**config.mk**
```make
export PLATFORM = sky130hd
export DESIGN_NAME = music_player
export DESIGN_NICKNAME = d
export VERILOG_FILES = /design/src/rtl/music_pkg.sv /design/src/rtl/player_regs.sv /design/src/rtl/note_timer.sv /design/src/rtl/score_ring.sv /design/src/rtl/tone_gen.sv /design/src/rtl/music_player.sv
export SDC_FILE = /design/constraint.sdc
export NUM_CORES = 2
export LEC_CHECK = 0
export BUFFER_PORTS_ARGS = -buffer_cell sky130_fd_sc_hd__clkbuf_2
export CELL_PAD_IN_SITES_DETAIL_PLACEMENT = 0
export CELL_PAD_IN_SITES_GLOBAL_PLACEMENT = 1
export CORE_AREA = 2 2 416 418
export DETAILED_ROUTE_END_ITERATION = 8
export DIE_AREA = 0 0 418 420
export GPL_TIMING_DRIVEN = 0
export PLACE_DENSITY_LB_ADDON = 0.1
export SETUP_SLACK_MARGIN = 0.15
export SLEW_MARGIN = 10
export SYNTH_ARGS = -nofsm -noshare
export SYNTH_HDL_FRONTEND = slang
export SYNTH_SLANG_ARGS = --single-unit
```
**constraint.sdc**
```tcl
create_clock -name clk -period 6.3 [get_ports clk]
set_input_delay 0.63 -clock clk [delete_from_list [all_inputs] [get_ports clk]]
set_output_delay 0.63 -clock clk [all_outputs]
set_load 0.05 [all_outputs]
```
**src/rtl/music_pkg.sv**
```systemverilog
package music_pkg;

	////////////////////////////////////////
	// Note and register types
	////////////////////////////////////////

	typedef struct packed {
		logic [5:0] dur;    // Beats minus one
		logic [3:0] pitch;  // 0 is a rest
	} note_t;

	typedef struct packed {
		logic        play;
		logic [15:0] tempo_div;  // Clocks per beat, never 0
		logic        restart;    // Single-cycle pulse
	} cfg_t;

	localparam logic [1:0] CFG_ADDR_CTRL  = 2'd0;  // bit 0 play, bit 1 restart
	localparam logic [1:0] CFG_ADDR_TEMPO = 2'd1;

	localparam int NUM_PITCH = 10;
	localparam int SCORE_LEN = 133;

	// Base half-periods in clocks, C4 up to D5 at 50 MHz with a shift of 11
	localparam logic [0:NUM_PITCH-1][11:0] HALF_PERIOD = '{
		12'd2, 12'd47, 12'd42, 12'd37, 12'd35,
		12'd31, 12'd28, 12'd25, 12'd23, 12'd21
	};

	////////////////////////////////////////
	// Score
	////////////////////////////////////////

	localparam note_t [0:SCORE_LEN-1] SCORE = '{
		'{6'd47, 4'd0}, '{6'd15, 4'd2}, '{6'd15, 4'd5}, '{6'd7, 4'd4}, '{6'd7, 4'd5},
		'{6'd15, 4'd6}, '{6'd7, 4'd5}, '{6'd7, 4'd6}, '{6'd7, 4'd7}, '{6'd7, 4'd7},
		'{6'd7, 4'd8}, '{6'd7, 4'd7}, '{6'd15, 4'd3}, '{6'd7, 4'd6}, '{6'd7, 4'd6},
		'{6'd15, 4'd5}, '{6'd7, 4'd5}, '{6'd7, 4'd5}, '{6'd15, 4'd4}, '{6'd7, 4'd3},
		'{6'd7, 4'd4}, '{6'd47, 4'd5}, '{6'd15, 4'd2}, '{6'd15, 4'd5}, '{6'd7, 4'd4},
		'{6'd7, 4'd5}, '{6'd15, 4'd6}, '{6'd7, 4'd5}, '{6'd7, 4'd6}, '{6'd7, 4'd7},
		'{6'd7, 4'd7}, '{6'd7, 4'd8}, '{6'd7, 4'd7}, '{6'd15, 4'd3}, '{6'd7, 4'd6},
		'{6'd7, 4'd6}, '{6'd15, 4'd5}, '{6'd7, 4'd5}, '{6'd7, 4'd5}, '{6'd15, 4'd4},
		'{6'd7, 4'd3}, '{6'd7, 4'd4}, '{6'd47, 4'd5}, '{6'd7, 4'd5}, '{6'd7, 4'd7},
		'{6'd15, 4'd9}, '{6'd7, 4'd7}, '{6'd7, 4'd6}, '{6'd15, 4'd5}, '{6'd7, 4'd4},
		'{6'd7, 4'd5}, '{6'd7, 4'd6}, '{6'd7, 4'd5}, '{6'd7, 4'd4}, '{6'd7, 4'd3},
		'{6'd15, 4'd2}, '{6'd7, 4'd5}, '{6'd7, 4'd7}, '{6'd15, 4'd9}, '{6'd7, 4'd7},
		'{6'd7, 4'd6}, '{6'd7, 4'd5}, '{6'd3, 4'd6}, '{6'd3, 4'd5}, '{6'd7, 4'd4},
		'{6'd7, 4'd5}, '{6'd47, 4'd6}, '{6'd7, 4'd0}, '{6'd7, 4'd2}, '{6'd7, 4'd5},
		'{6'd7, 4'd5}, '{6'd15, 4'd0}, '{6'd7, 4'd6}, '{6'd15, 4'd6}, '{6'd7, 4'd0},
		'{6'd7, 4'd7}, '{6'd7, 4'd7}, '{6'd7, 4'd8}, '{6'd7, 4'd7}, '{6'd15, 4'd3},
		'{6'd7, 4'd6}, '{6'd7, 4'd6}, '{6'd15, 4'd5}, '{6'd7, 4'd5}, '{6'd7, 4'd5},
		'{6'd15, 4'd4}, '{6'd7, 4'd3}, '{6'd7, 4'd4}, '{6'd47, 4'd5}, '{6'd15, 4'd2},
		'{6'd15, 4'd5}, '{6'd7, 4'd2}, '{6'd7, 4'd2}, '{6'd7, 4'd3}, '{6'd7, 4'd3},
		'{6'd15, 4'd2}, '{6'd15, 4'd1}, '{6'd15, 4'd2}, '{6'd15, 4'd1}, '{6'd7, 4'd2},
		'{6'd7, 4'd2}, '{6'd15, 4'd5}, '{6'd7, 4'd2}, '{6'd7, 4'd2}, '{6'd7, 4'd3},
		'{6'd7, 4'd3}, '{6'd15, 4'd2}, '{6'd15, 4'd1}, '{6'd15, 4'd2}, '{6'd15, 4'd1},
		'{6'd7, 4'd2}, '{6'd7, 4'd2}, '{6'd7, 4'd5}, '{6'd7, 4'd5}, '{6'd15, 4'd0},
		'{6'd7, 4'd6}, '{6'd15, 4'd6}, '{6'd7, 4'd0}, '{6'd7, 4'd7}, '{6'd7, 4'd7},
		'{6'd7, 4'd8}, '{6'd7, 4'd7}, '{6'd15, 4'd3}, '{6'd7, 4'd6}, '{6'd7, 4'd6},
		'{6'd15, 4'd5}, '{6'd15, 4'd4}, '{6'd7, 4'd3}, '{6'd7, 4'd4}, '{6'd15, 4'd5},
		'{6'd15, 4'd0}, '{6'd63, 4'd0}, '{6'd63, 4'd0}  // Long tail rest
	};

endpackage

```
**src/rtl/player_regs.sv**
```systemverilog
`timescale 1ns/1ps

module player_regs import music_pkg::*;
(
	input  logic        clk,
	input  logic        rst_n,
	input  logic        cfg_we,
	input  logic [1:0]  cfg_addr,
	input  logic [15:0] cfg_wdata,
	output cfg_t        cfg
);

	logic ctrl_wr;
	logic tempo_wr;

	assign ctrl_wr  = cfg_we && (cfg_addr == CFG_ADDR_CTRL);
	assign tempo_wr = cfg_we && (cfg_addr == CFG_ADDR_TEMPO);

	////////////////////////////////////////
	// Register writes
	////////////////////////////////////////

	always_ff @(posedge clk or negedge rst_n)
	begin
		if (!rst_n)
		begin
			cfg.play      <= 1'b0;
			cfg.tempo_div <= 16'd1;
			cfg.restart   <= 1'b0;
		end
		else
		begin
			cfg.restart <= ctrl_wr && cfg_wdata[1];  // Self-clearing
			if (ctrl_wr)
				cfg.play <= cfg_wdata[0];
			// Zero would stall the prescaler, so it reads as one
			if (tempo_wr)
				cfg.tempo_div <= (cfg_wdata == 16'd0) ? 16'd1 : cfg_wdata;
		end
	end

	// Other addresses are ignored

	a_restart_pulse: assert property (
		@(posedge clk) disable iff (!rst_n)
		cfg.restart |=> !cfg.restart
	);

endmodule

```
**src/rtl/note_timer.sv**
```systemverilog
`timescale 1ns/1ps

module note_timer import music_pkg::*;
(
	input  logic  clk,
	input  logic  rst_n,
	input  cfg_t  cfg,
	input  note_t cur_note,
	output logic  advance
);

	logic [15:0] pre_cnt;   // Clocks within the beat
	logic [5:0]  beat_cnt;  // Beats within the note
	logic        beat;

	// Greater-or-equal so a smaller tempo written mid-beat takes effect at once
	assign beat    = cfg.play && (pre_cnt >= cfg.tempo_div - 16'd1);
	assign advance = beat && (beat_cnt == cur_note.dur);

	always_ff @(posedge clk or negedge rst_n)
	begin
		if (!rst_n)
		begin
			pre_cnt  <= '0;
			beat_cnt <= '0;
		end
		else if (cfg.restart)
		begin
			pre_cnt  <= '0;
			beat_cnt <= '0;
		end
		else if (beat)
		begin
			pre_cnt  <= '0;
			beat_cnt <= advance ? 6'd0 : beat_cnt + 6'd1;
		end
		else if (cfg.play)
			pre_cnt <= pre_cnt + 16'd1;  // Frozen while paused
	end

	// Beat count never runs past the note the ring is showing
	a_beat_in_note: assert property (
		@(posedge clk) disable iff (!rst_n)
		beat_cnt <= cur_note.dur
	);

endmodule

```
**src/rtl/score_ring.sv**
```systemverilog
`timescale 1ns/1ps

module score_ring import music_pkg::*;
(
	input  logic  clk,
	input  logic  rst_n,
	input  cfg_t  cfg,
	input  logic  advance,
	output note_t cur_note,
	output logic  note_start
);

	note_t [0:SCORE_LEN-1] ring;  // Head at index 0

	assign cur_note = ring[0];

	////////////////////////////////////////
	// Note store
	////////////////////////////////////////

	always_ff @(posedge clk or negedge rst_n)
	begin
		if (!rst_n)
			ring <= SCORE;
		else if (cfg.restart)
			ring <= SCORE;  // Back to the top of the tune
		else if (advance)
			ring <= {ring[1:SCORE_LEN-1], ring[0]};  // Head wraps to tail
	end

	// First cycle of every new note
	always_ff @(posedge clk or negedge rst_n)
	begin
		if (!rst_n)
			note_start <= 1'b0;
		else
			note_start <= advance || cfg.restart;
	end

	// Notes last at least one beat, so only a restart can follow a start
	a_start_pulse: assert property (
		@(posedge clk) disable iff (!rst_n)
		(note_start && !cfg.restart) |=> !note_start
	);

endmodule

```
**src/rtl/tone_gen.sv**
```systemverilog
`timescale 1ns/1ps

module tone_gen import music_pkg::*;
#(
	parameter int TONE_SHIFT = 0
)
(
	input  logic  clk,
	input  logic  rst_n,
	input  cfg_t  cfg,
	input  note_t cur_note,
	input  logic  note_start,
	output logic  speaker
);

	localparam int CW = 12 + TONE_SHIFT;

	logic [11:0]   half;
	logic [CW-1:0] limit;
	logic [CW-1:0] cnt;
	logic          rest;

	////////////////////////////////////////
	// Pitch lookup
	////////////////////////////////////////

	assign rest = (cur_note.pitch == 4'd0) || (cur_note.pitch >= 4'(NUM_PITCH));

	always_comb
	begin
		half = HALF_PERIOD[0];
		if (!rest)
			half = HALF_PERIOD[cur_note.pitch];
	end

	assign limit = (CW'(half) << TONE_SHIFT) - CW'(1);

	////////////////////////////////////////
	// Square wave
	////////////////////////////////////////

	always_ff @(posedge clk or negedge rst_n)
	begin
		if (!rst_n)
		begin
			cnt     <= '0;
			speaker <= 1'b0;
		end
		else if (note_start || rest)
		begin
			cnt     <= '0;
			speaker <= 1'b0;
		end
		else if (!cfg.play)
			speaker <= 1'b0;  // Counter holds its place
		else if (cnt == limit)
		begin
			cnt     <= '0;
			speaker <= !speaker;
		end
		else
			cnt <= cnt + CW'(1);
	end

	// Silence lands one cycle after the ring switches to a rest
	a_rest_quiet: assert property (
		@(posedge clk) disable iff (!rst_n)
		(cur_note.pitch == 4'd0 && !note_start) |-> !speaker
	);

endmodule

```
**src/rtl/music_player.sv**
```systemverilog
`timescale 1ns/1ps

module music_player import music_pkg::*;
#(
	parameter int TONE_SHIFT = 0  // 11 for a 50 MHz board clock
)
(
	input  logic        clk,
	input  logic        rst_n,
	input  logic        cfg_we,
	input  logic [1:0]  cfg_addr,
	input  logic [15:0] cfg_wdata,
	output logic        speaker,
	output note_t       cur_note,
	output logic        note_start
);

	cfg_t cfg;
	logic advance;

	player_regs i_regs (
		.clk       (clk),
		.rst_n     (rst_n),
		.cfg_we    (cfg_we),
		.cfg_addr  (cfg_addr),
		.cfg_wdata (cfg_wdata),
		.cfg       (cfg)
	);

	note_timer i_timer (
		.clk      (clk),
		.rst_n    (rst_n),
		.cfg      (cfg),
		.cur_note (cur_note),
		.advance  (advance)
	);

	score_ring i_ring (
		.clk        (clk),
		.rst_n      (rst_n),
		.cfg        (cfg),
		.advance    (advance),
		.cur_note   (cur_note),
		.note_start (note_start)
	);

	tone_gen #(
		.TONE_SHIFT (TONE_SHIFT)
	) i_tone (
		.clk        (clk),
		.rst_n      (rst_n),
		.cfg        (cfg),
		.cur_note   (cur_note),
		.note_start (note_start),
		.speaker    (speaker)
	);

endmodule

```
# Word-level counts from Yosys, hierarchy flattened
# Memories as Yosys holds them, arrays and structs flattened.
# Index checks and enable logic that the tools add are counted.
[word_totals]
ff_bits = 1384
mem_bits_ro = 192
inputBits = 21
output_inout_bits = 12
word_cells = 322
mem_count = 1
[classes]
add_sub_neg = 5
magnitude_cmp = 3
eq_ne = 4
mux = 18
bitwise_logic = 1
n_reduce_logical = 16
[memory_table]
columns = ["name", "depth", "width", "rd", "rd_clocked_by_memory_dff", "write_ports", "line", "text"]
rows = [
  ["(no name shown)", 16, 12, 1, 0, 0, "tone_gen.sv:33", "half = HALF_PERIOD[cur_note.pitch];"],
]
[ops]
columns = ["cell", "n"]
rows = [
  ["1330-bit two-way mux", 2],
  ["12-bit two-way mux", 6],
  ["16-bit two-way mux", 4],
  ["6-bit two-way mux", 3],
  ["16-bit by 1-bit adder with 16-bit output (second input constant)", 1],
  ["16-bit >= comparator", 1],
  ["16-bit zero test", 1],
  ["16-bit by 1-bit subtractor with 16-bit output (second input constant)", 1],
  ["12-bit by 1-bit adder with 12-bit output (second input constant)", 1],
  ["12-bit == test", 1],
  ["12-bit by 1-bit subtractor with 12-bit output (second input constant)", 1],
  ["6-bit by 1-bit adder with 6-bit output (second input constant)", 1],
  ["6-bit == test", 1],
  ["2-bit nonzero test", 3],
  ["5-bit >= comparator (second input constant)", 1],
  ["1-bit logical AND", 5],
  ["4-bit inverter with 5-bit output", 1],
  ["4-bit >= comparator (second input constant)", 1],
  ["4-bit zero test", 1],
  ["1-bit logical OR", 3],
  ["1-bit two-way mux", 3],
  ["3-bit by 1-bit != test with 1-bit output (second input constant)", 1],
  ["3-bit nonzero test", 1],
  ["2-bit by 1-bit == test with 1-bit output (second input constant)", 1],
  ["2 further kinds", 2],
]

# Logic depth before layout (Yosys ltp)
[logic_depth]
depth_word = 10
mapped_depth = 19

# By module
# A second synthesis with hierarchy kept.
[hier_totals]
cells_unflattened = 4762
area_unflattened_um2 = 59339.4
[by_module_without_submodules]
columns = ["mod", "n_inst", "cells_each", "area_each_um2", "seq_area_each_um2"]
rows = [
  ["score_ring", 1, 4373, 55483.2, 34155.3],
  ["note_timer", 1, 206, 1885.6, 550.5],
  ["tone_gen", 1, 137, 1217.4, 325.3],
  ["player_regs", 1, 46, 753.2, 451.7],
]

# Worst setup path before layout
# Ideal clock, no wire load.
[synth_path]
kind = "register to register"
start = "register i_regs.cfg[4] (netlist name)"
end = "register i_ring.ring[277] (netlist bit)"
setup_time_ns = 0.121
t_arrival_ns = 3.846
required_time_ns = 6.179
setup_slack_ns = 2.333
path_stages_with_launch = 17
n_path_buf = 4
synth_period_minus_slack_ns = 3.967
cell_sequence = "dfrtp_1 nor4_1 nand2_1 or4_1 nor4_1 xnor2_1 ha_1 and3_1 a211oi_1 o21a_1 o2111ai_1 and3_1 buf_2 buf_2 buf_2 clkbuf_1 a22o_1"
[synth_between]
elab_chain_cells = 5
[synth_lines]
columns = ["element", "line", "text"]
rows = [
  ["16-bit by 1-bit subtractor with 16-bit output", "note_timer.sv:17", "assign beat = cfg.play && (pre_cnt >= cfg.tempo_div - 16'd1);"],
  ["16-bit >= comparator", "note_timer.sv:17", ""],
  ["1-bit logical AND", "note_timer.sv:17", ""],
  ["1-bit logical AND", "note_timer.sv:18", "assign advance = beat && (beat_cnt == cur_note.dur);"],
  ["2-bit nonzero test (no line)", "n/a", ""],
  ["to (signal assigned)", "score_ring.sv:28", "ring <= {ring[1:SCORE_LEN-1], ring[0]};"],
  ["to (decl)", "score_ring.sv:13", "note_t [0:SCORE_LEN-1] ring;"],
]
# No other way between the ends.
# A chain may end at the register's enable or synchronous reset.

# Worst setup path after layout
[layout_path]
start = "register i_regs.cfg[4] (netlist name)"
end = "register i_ring.ring[873] (netlist bit)"
[layout_between]
elab_chain_cells = 5
[layout_lines]
columns = ["element", "line"]
rows = [
  ["16-bit by 1-bit subtractor with 16-bit output", "note_timer.sv:17"],
  ["16-bit >= comparator", "note_timer.sv:17"],
  ["1-bit logical AND", "note_timer.sv:17"],
  ["1-bit logical AND", "note_timer.sv:18"],
  ["2-bit nonzero test (no line)", "n/a"],
]
# No other way between the ends.

==> results_dict.tcl <==
set metrics [dict create \
    ctsResizeCount 0 \
    end_kind "flop" \
    drtIter0Drc 1672 \
    rows 152 \
    skew_ns 0.0297 \
    synth_seq_area_share_pct 69.6 \
    path_clk_slew_ns 0.06 \
    synth.area.top_cells "dfstp_2, dfrtp_1, o22a_1" \
    start_util_pct 29.8 \
    fmax_mhz 180 \
    synth_ff_type "dfrtp_1" \
    route.detailed.drc 0 \
    ff2ff_setup_slack_ns 0.74 \
    leakagePower_uw 0.0255 \
    synth_edf_count 0 \
    postCtsSetupBuffers 0 \
    yosysMostFrequentCell "dfrtp_1" \
    wire_per_inst_um 17.7 \
    crit_arrival_ns 6.25 \
    maxCapViolations 0 \
    synth_common_cells "dfrtp_1, dfstp_2, o22a_1" \
    die_w_um 418 \
    cts_buffers 160 \
    p_seq_share_pct 52.0 \
    cts_buffer_depth 3 \
    clock_sinks 1384 \
    grt_antenna_before_repair 0 \
    crit_path_start_kind "flop" \
    drive_above_1_share_pct 31.7 \
    post_synth_inst_count 3376 \
    power.switching_uw 5770 \
    ios 33 \
    pwr_density_cell_nw_per_um2 417 \
    gp_congestion 0.675 \
    finalNetCount 3633 \
    synth_area_per_cell_um2 15.1 \
    wl_um 106000 \
    grt_max_degree 101 \
    grtUsageTotal_pct 12.3 \
    ys_ff_latch 1384 \
    ir_worst_vdd_mv 0.281 \
    fin_crit_sh_pct 88.3 \
    yosys.area.top_type "dfstp_2" \
    async_flop_share_pct 100 \
    final_area_um2 59700 \
    cp_max_fo 10 \
    vias 29100 \
    first_pass_iters 5 \
    cts_tree "yes" \
    synth_cell_types 68 \
    fp.dieArea_um2 176000 \
    hold_buffers 0 \
    antenna_left 0 \
    crit-reg2reg-launch "i_regs.cfg[4]$_DFFE_PN0P_" \
    cts-root-buf "clkbuf_16" \
    power_switching_share_pct 23.2 \
    status "finished clean" \
    p_total_uw 24900 \
    die-height_um 420 \
    dpl.hpwl_um 62700 \
    p_comb_share_pct 10.6 \
    area_growth_pct 17.1 \
    hold_viol 0 \
    hold_path.class "in2reg" \
    grt_pass1_wl_um 178000 \
    viasPerCell 4.88 \
    pwr-share-clk_pct 37.4 \
    cp-endpoint "i_ring.ring[873]$_DFFE_PN1P_" \
    netlist_area_um2 51000 \
    min_period_ns 5.56 \
    rr_worst_depth 17 \
    reg2reg_to "i_ring.ring[873]$_DFFE_PN1P_" \
    synth.top_cell.area_share_pct 35.0 \
    maxSlewViolCount 0 \
    port_buffers 32 \
    core_um2 171000 \
    synth_nets 3423 \
    worst_slew_pin_slew_ns 1.13 \
    yosysWarnings 0 \
    insertion_delay_ns 0.77 \
    place_area_um2 54400 \
    globalRoute.totalOverflow 0 \
    tns_ns 0 \
    setup_viol 0 \
    path_class "reg2reg" \
    p_int_uw 19100 \
    rsz0062_at_grt "false" \
    critical_path_required_ns 6.98 \
    h-tree-depth 4 \
    grt_pass1_vias 31200 \
    slew_headroom_pct 24.6 \
    startpoint "i_regs.cfg[4]$_DFFE_PN0P_" \
]
kinds of logic after synthesis:
family          count (synthesis)  synth area share (%)
compound gates               1407                  23.9
flops                        1384                  69.6
buf+inv                       329                  2.93
simple gates                  170                  1.80
xor+xnor                       40                 0.687
fa+ha+maj                      26                 0.638
mux                            20                 0.432
worst min-delay path by stage:
stage / end / slack [ns] / cells past startpoint / from
finish: i_regs.cfg[11]$_DFFE_PN0P_ / 0.11 / 2 / cfg_wdata[10]
global placement: i_ring.ring[278]$_DFFE_PN0P_ / 0.47 / 1 / i_ring.ring[268]$_DFFE_PN0P_
floorplan: i_regs.cfg[0]$_DFF_PN0_ / 0.33 / 0 / rst_n
CTS: i_regs.cfg[11]$_DFFE_PN0P_ / 0.02 / 2 / cfg_wdata[10]
global route: i_regs.cfg[8]$_DFFE_PN0P_ / 0.06 / 2 / cfg_wdata[7]
detailed placement: i_ring.ring[907]$_DFFE_PN1P_ / 0.47 / 1 / i_ring.ring[897]$_DFFE_PN0P_
state kept, by name (all words and copies together) (netlist names):
| register | count |
|---|---|
| i_tone.speaker | 1 |
| i_timer.beat_cnt | 6 |
| i_timer.pre_cnt | 16 |
| i_ring.cur_note | 10 |
| i_ring.ring | 1320 |
| i_ring.note_start | 1 |
| i_regs.cfg | 18 |
| i_tone.cnt | 12 |
stage by stage:
| stage | std cells | hold WS, ns | util, % | setup slack [ns] |
|---|---|---|---|---|
| after floorplan | 3376 | 0.334 | - | 2.33 |
| after global placement | 5641 | 0.473 | 31.6 | -31.19 |
| after detailed placement | 5657 | 0.474 | 31.8 | 0.488 |
| after CTS | 5956 | 0.0247 | 34.9 | 0.433 |
| after global routing | 5956 | 0.0578 | 34.9 | 0.260 |
| final | 5957 | 0.105 | 34.9 | 0.737 |
cells in the final DEF (no fill, tap or decap), drive strengths merged, types with 16 or more instances in the layout:
cell type,n
clkbuf,406
dfstp,679
nand2,26
a22o,654
mux2,16
inv,20
dfrtp,705
a21oi,21
o22a,678
nand3,29
ha,26
clkinv,20
xor2,19
buf,219
nor2,39
xnor2,21
power by group through the flow:
stage,Sequential [µW],Clock (µW),Combinational [µW]
floorplan,12700,0,2230
global placement,13200,0,2600
detailed placement,13100,0,2700
CTS,13000,9710,2710
global route,13200,10100,2950
finish,12900,9300,2650
critical path, stage by stage (launching register included):
cell      delay, ns
dfrtp_1        0.42
nor4_1         0.34
nand2_1        0.19
or4_1          0.54
nor4_1         0.25
xnor2_1        0.18
ha_1           0.27
and3_1         0.18
a211oi_1       0.28
o21ai_0        0.17
a31o_2         0.29
nand2_1        0.11
or3_1          0.11
clkbuf_1       0.60
inv_2          0.26
buf_2          0.35
clkbuf_1       0.53
o22a_1         0.39
cell type report:
cell class / instances / area [µm²]
Antenna cell: 1 / 2.50
Multi-Input combinational cell: 1663 / 14000
Clock inverter: 39 / 465
Tap cell: 2233 / 2790
Fill cell: 16500 / 111000
Inverter: 12 / 45.0
Clock buffer: 260 / 4860
Buffer: 317 / 1450
Sequential cell: 1384 / 35500
Timing Repair Buffer: 48 / 609
routing by layer:
| layer | GRT usage (%) | vias up | wire [µm] |
|---|---|---|---|
| li1 | - | 13500 | - |
| met1 | 17.9 | 15100 | 53500 |
| met2 | 18.1 | 261 | 46200 |
| met3 | 2.52 | 157 | 3410 |
| met4 | 3.89 | 0 | 2510 |
| met5 | 0 | - | 0 |
No activity file was read; power rests on OpenSTA's default activity.
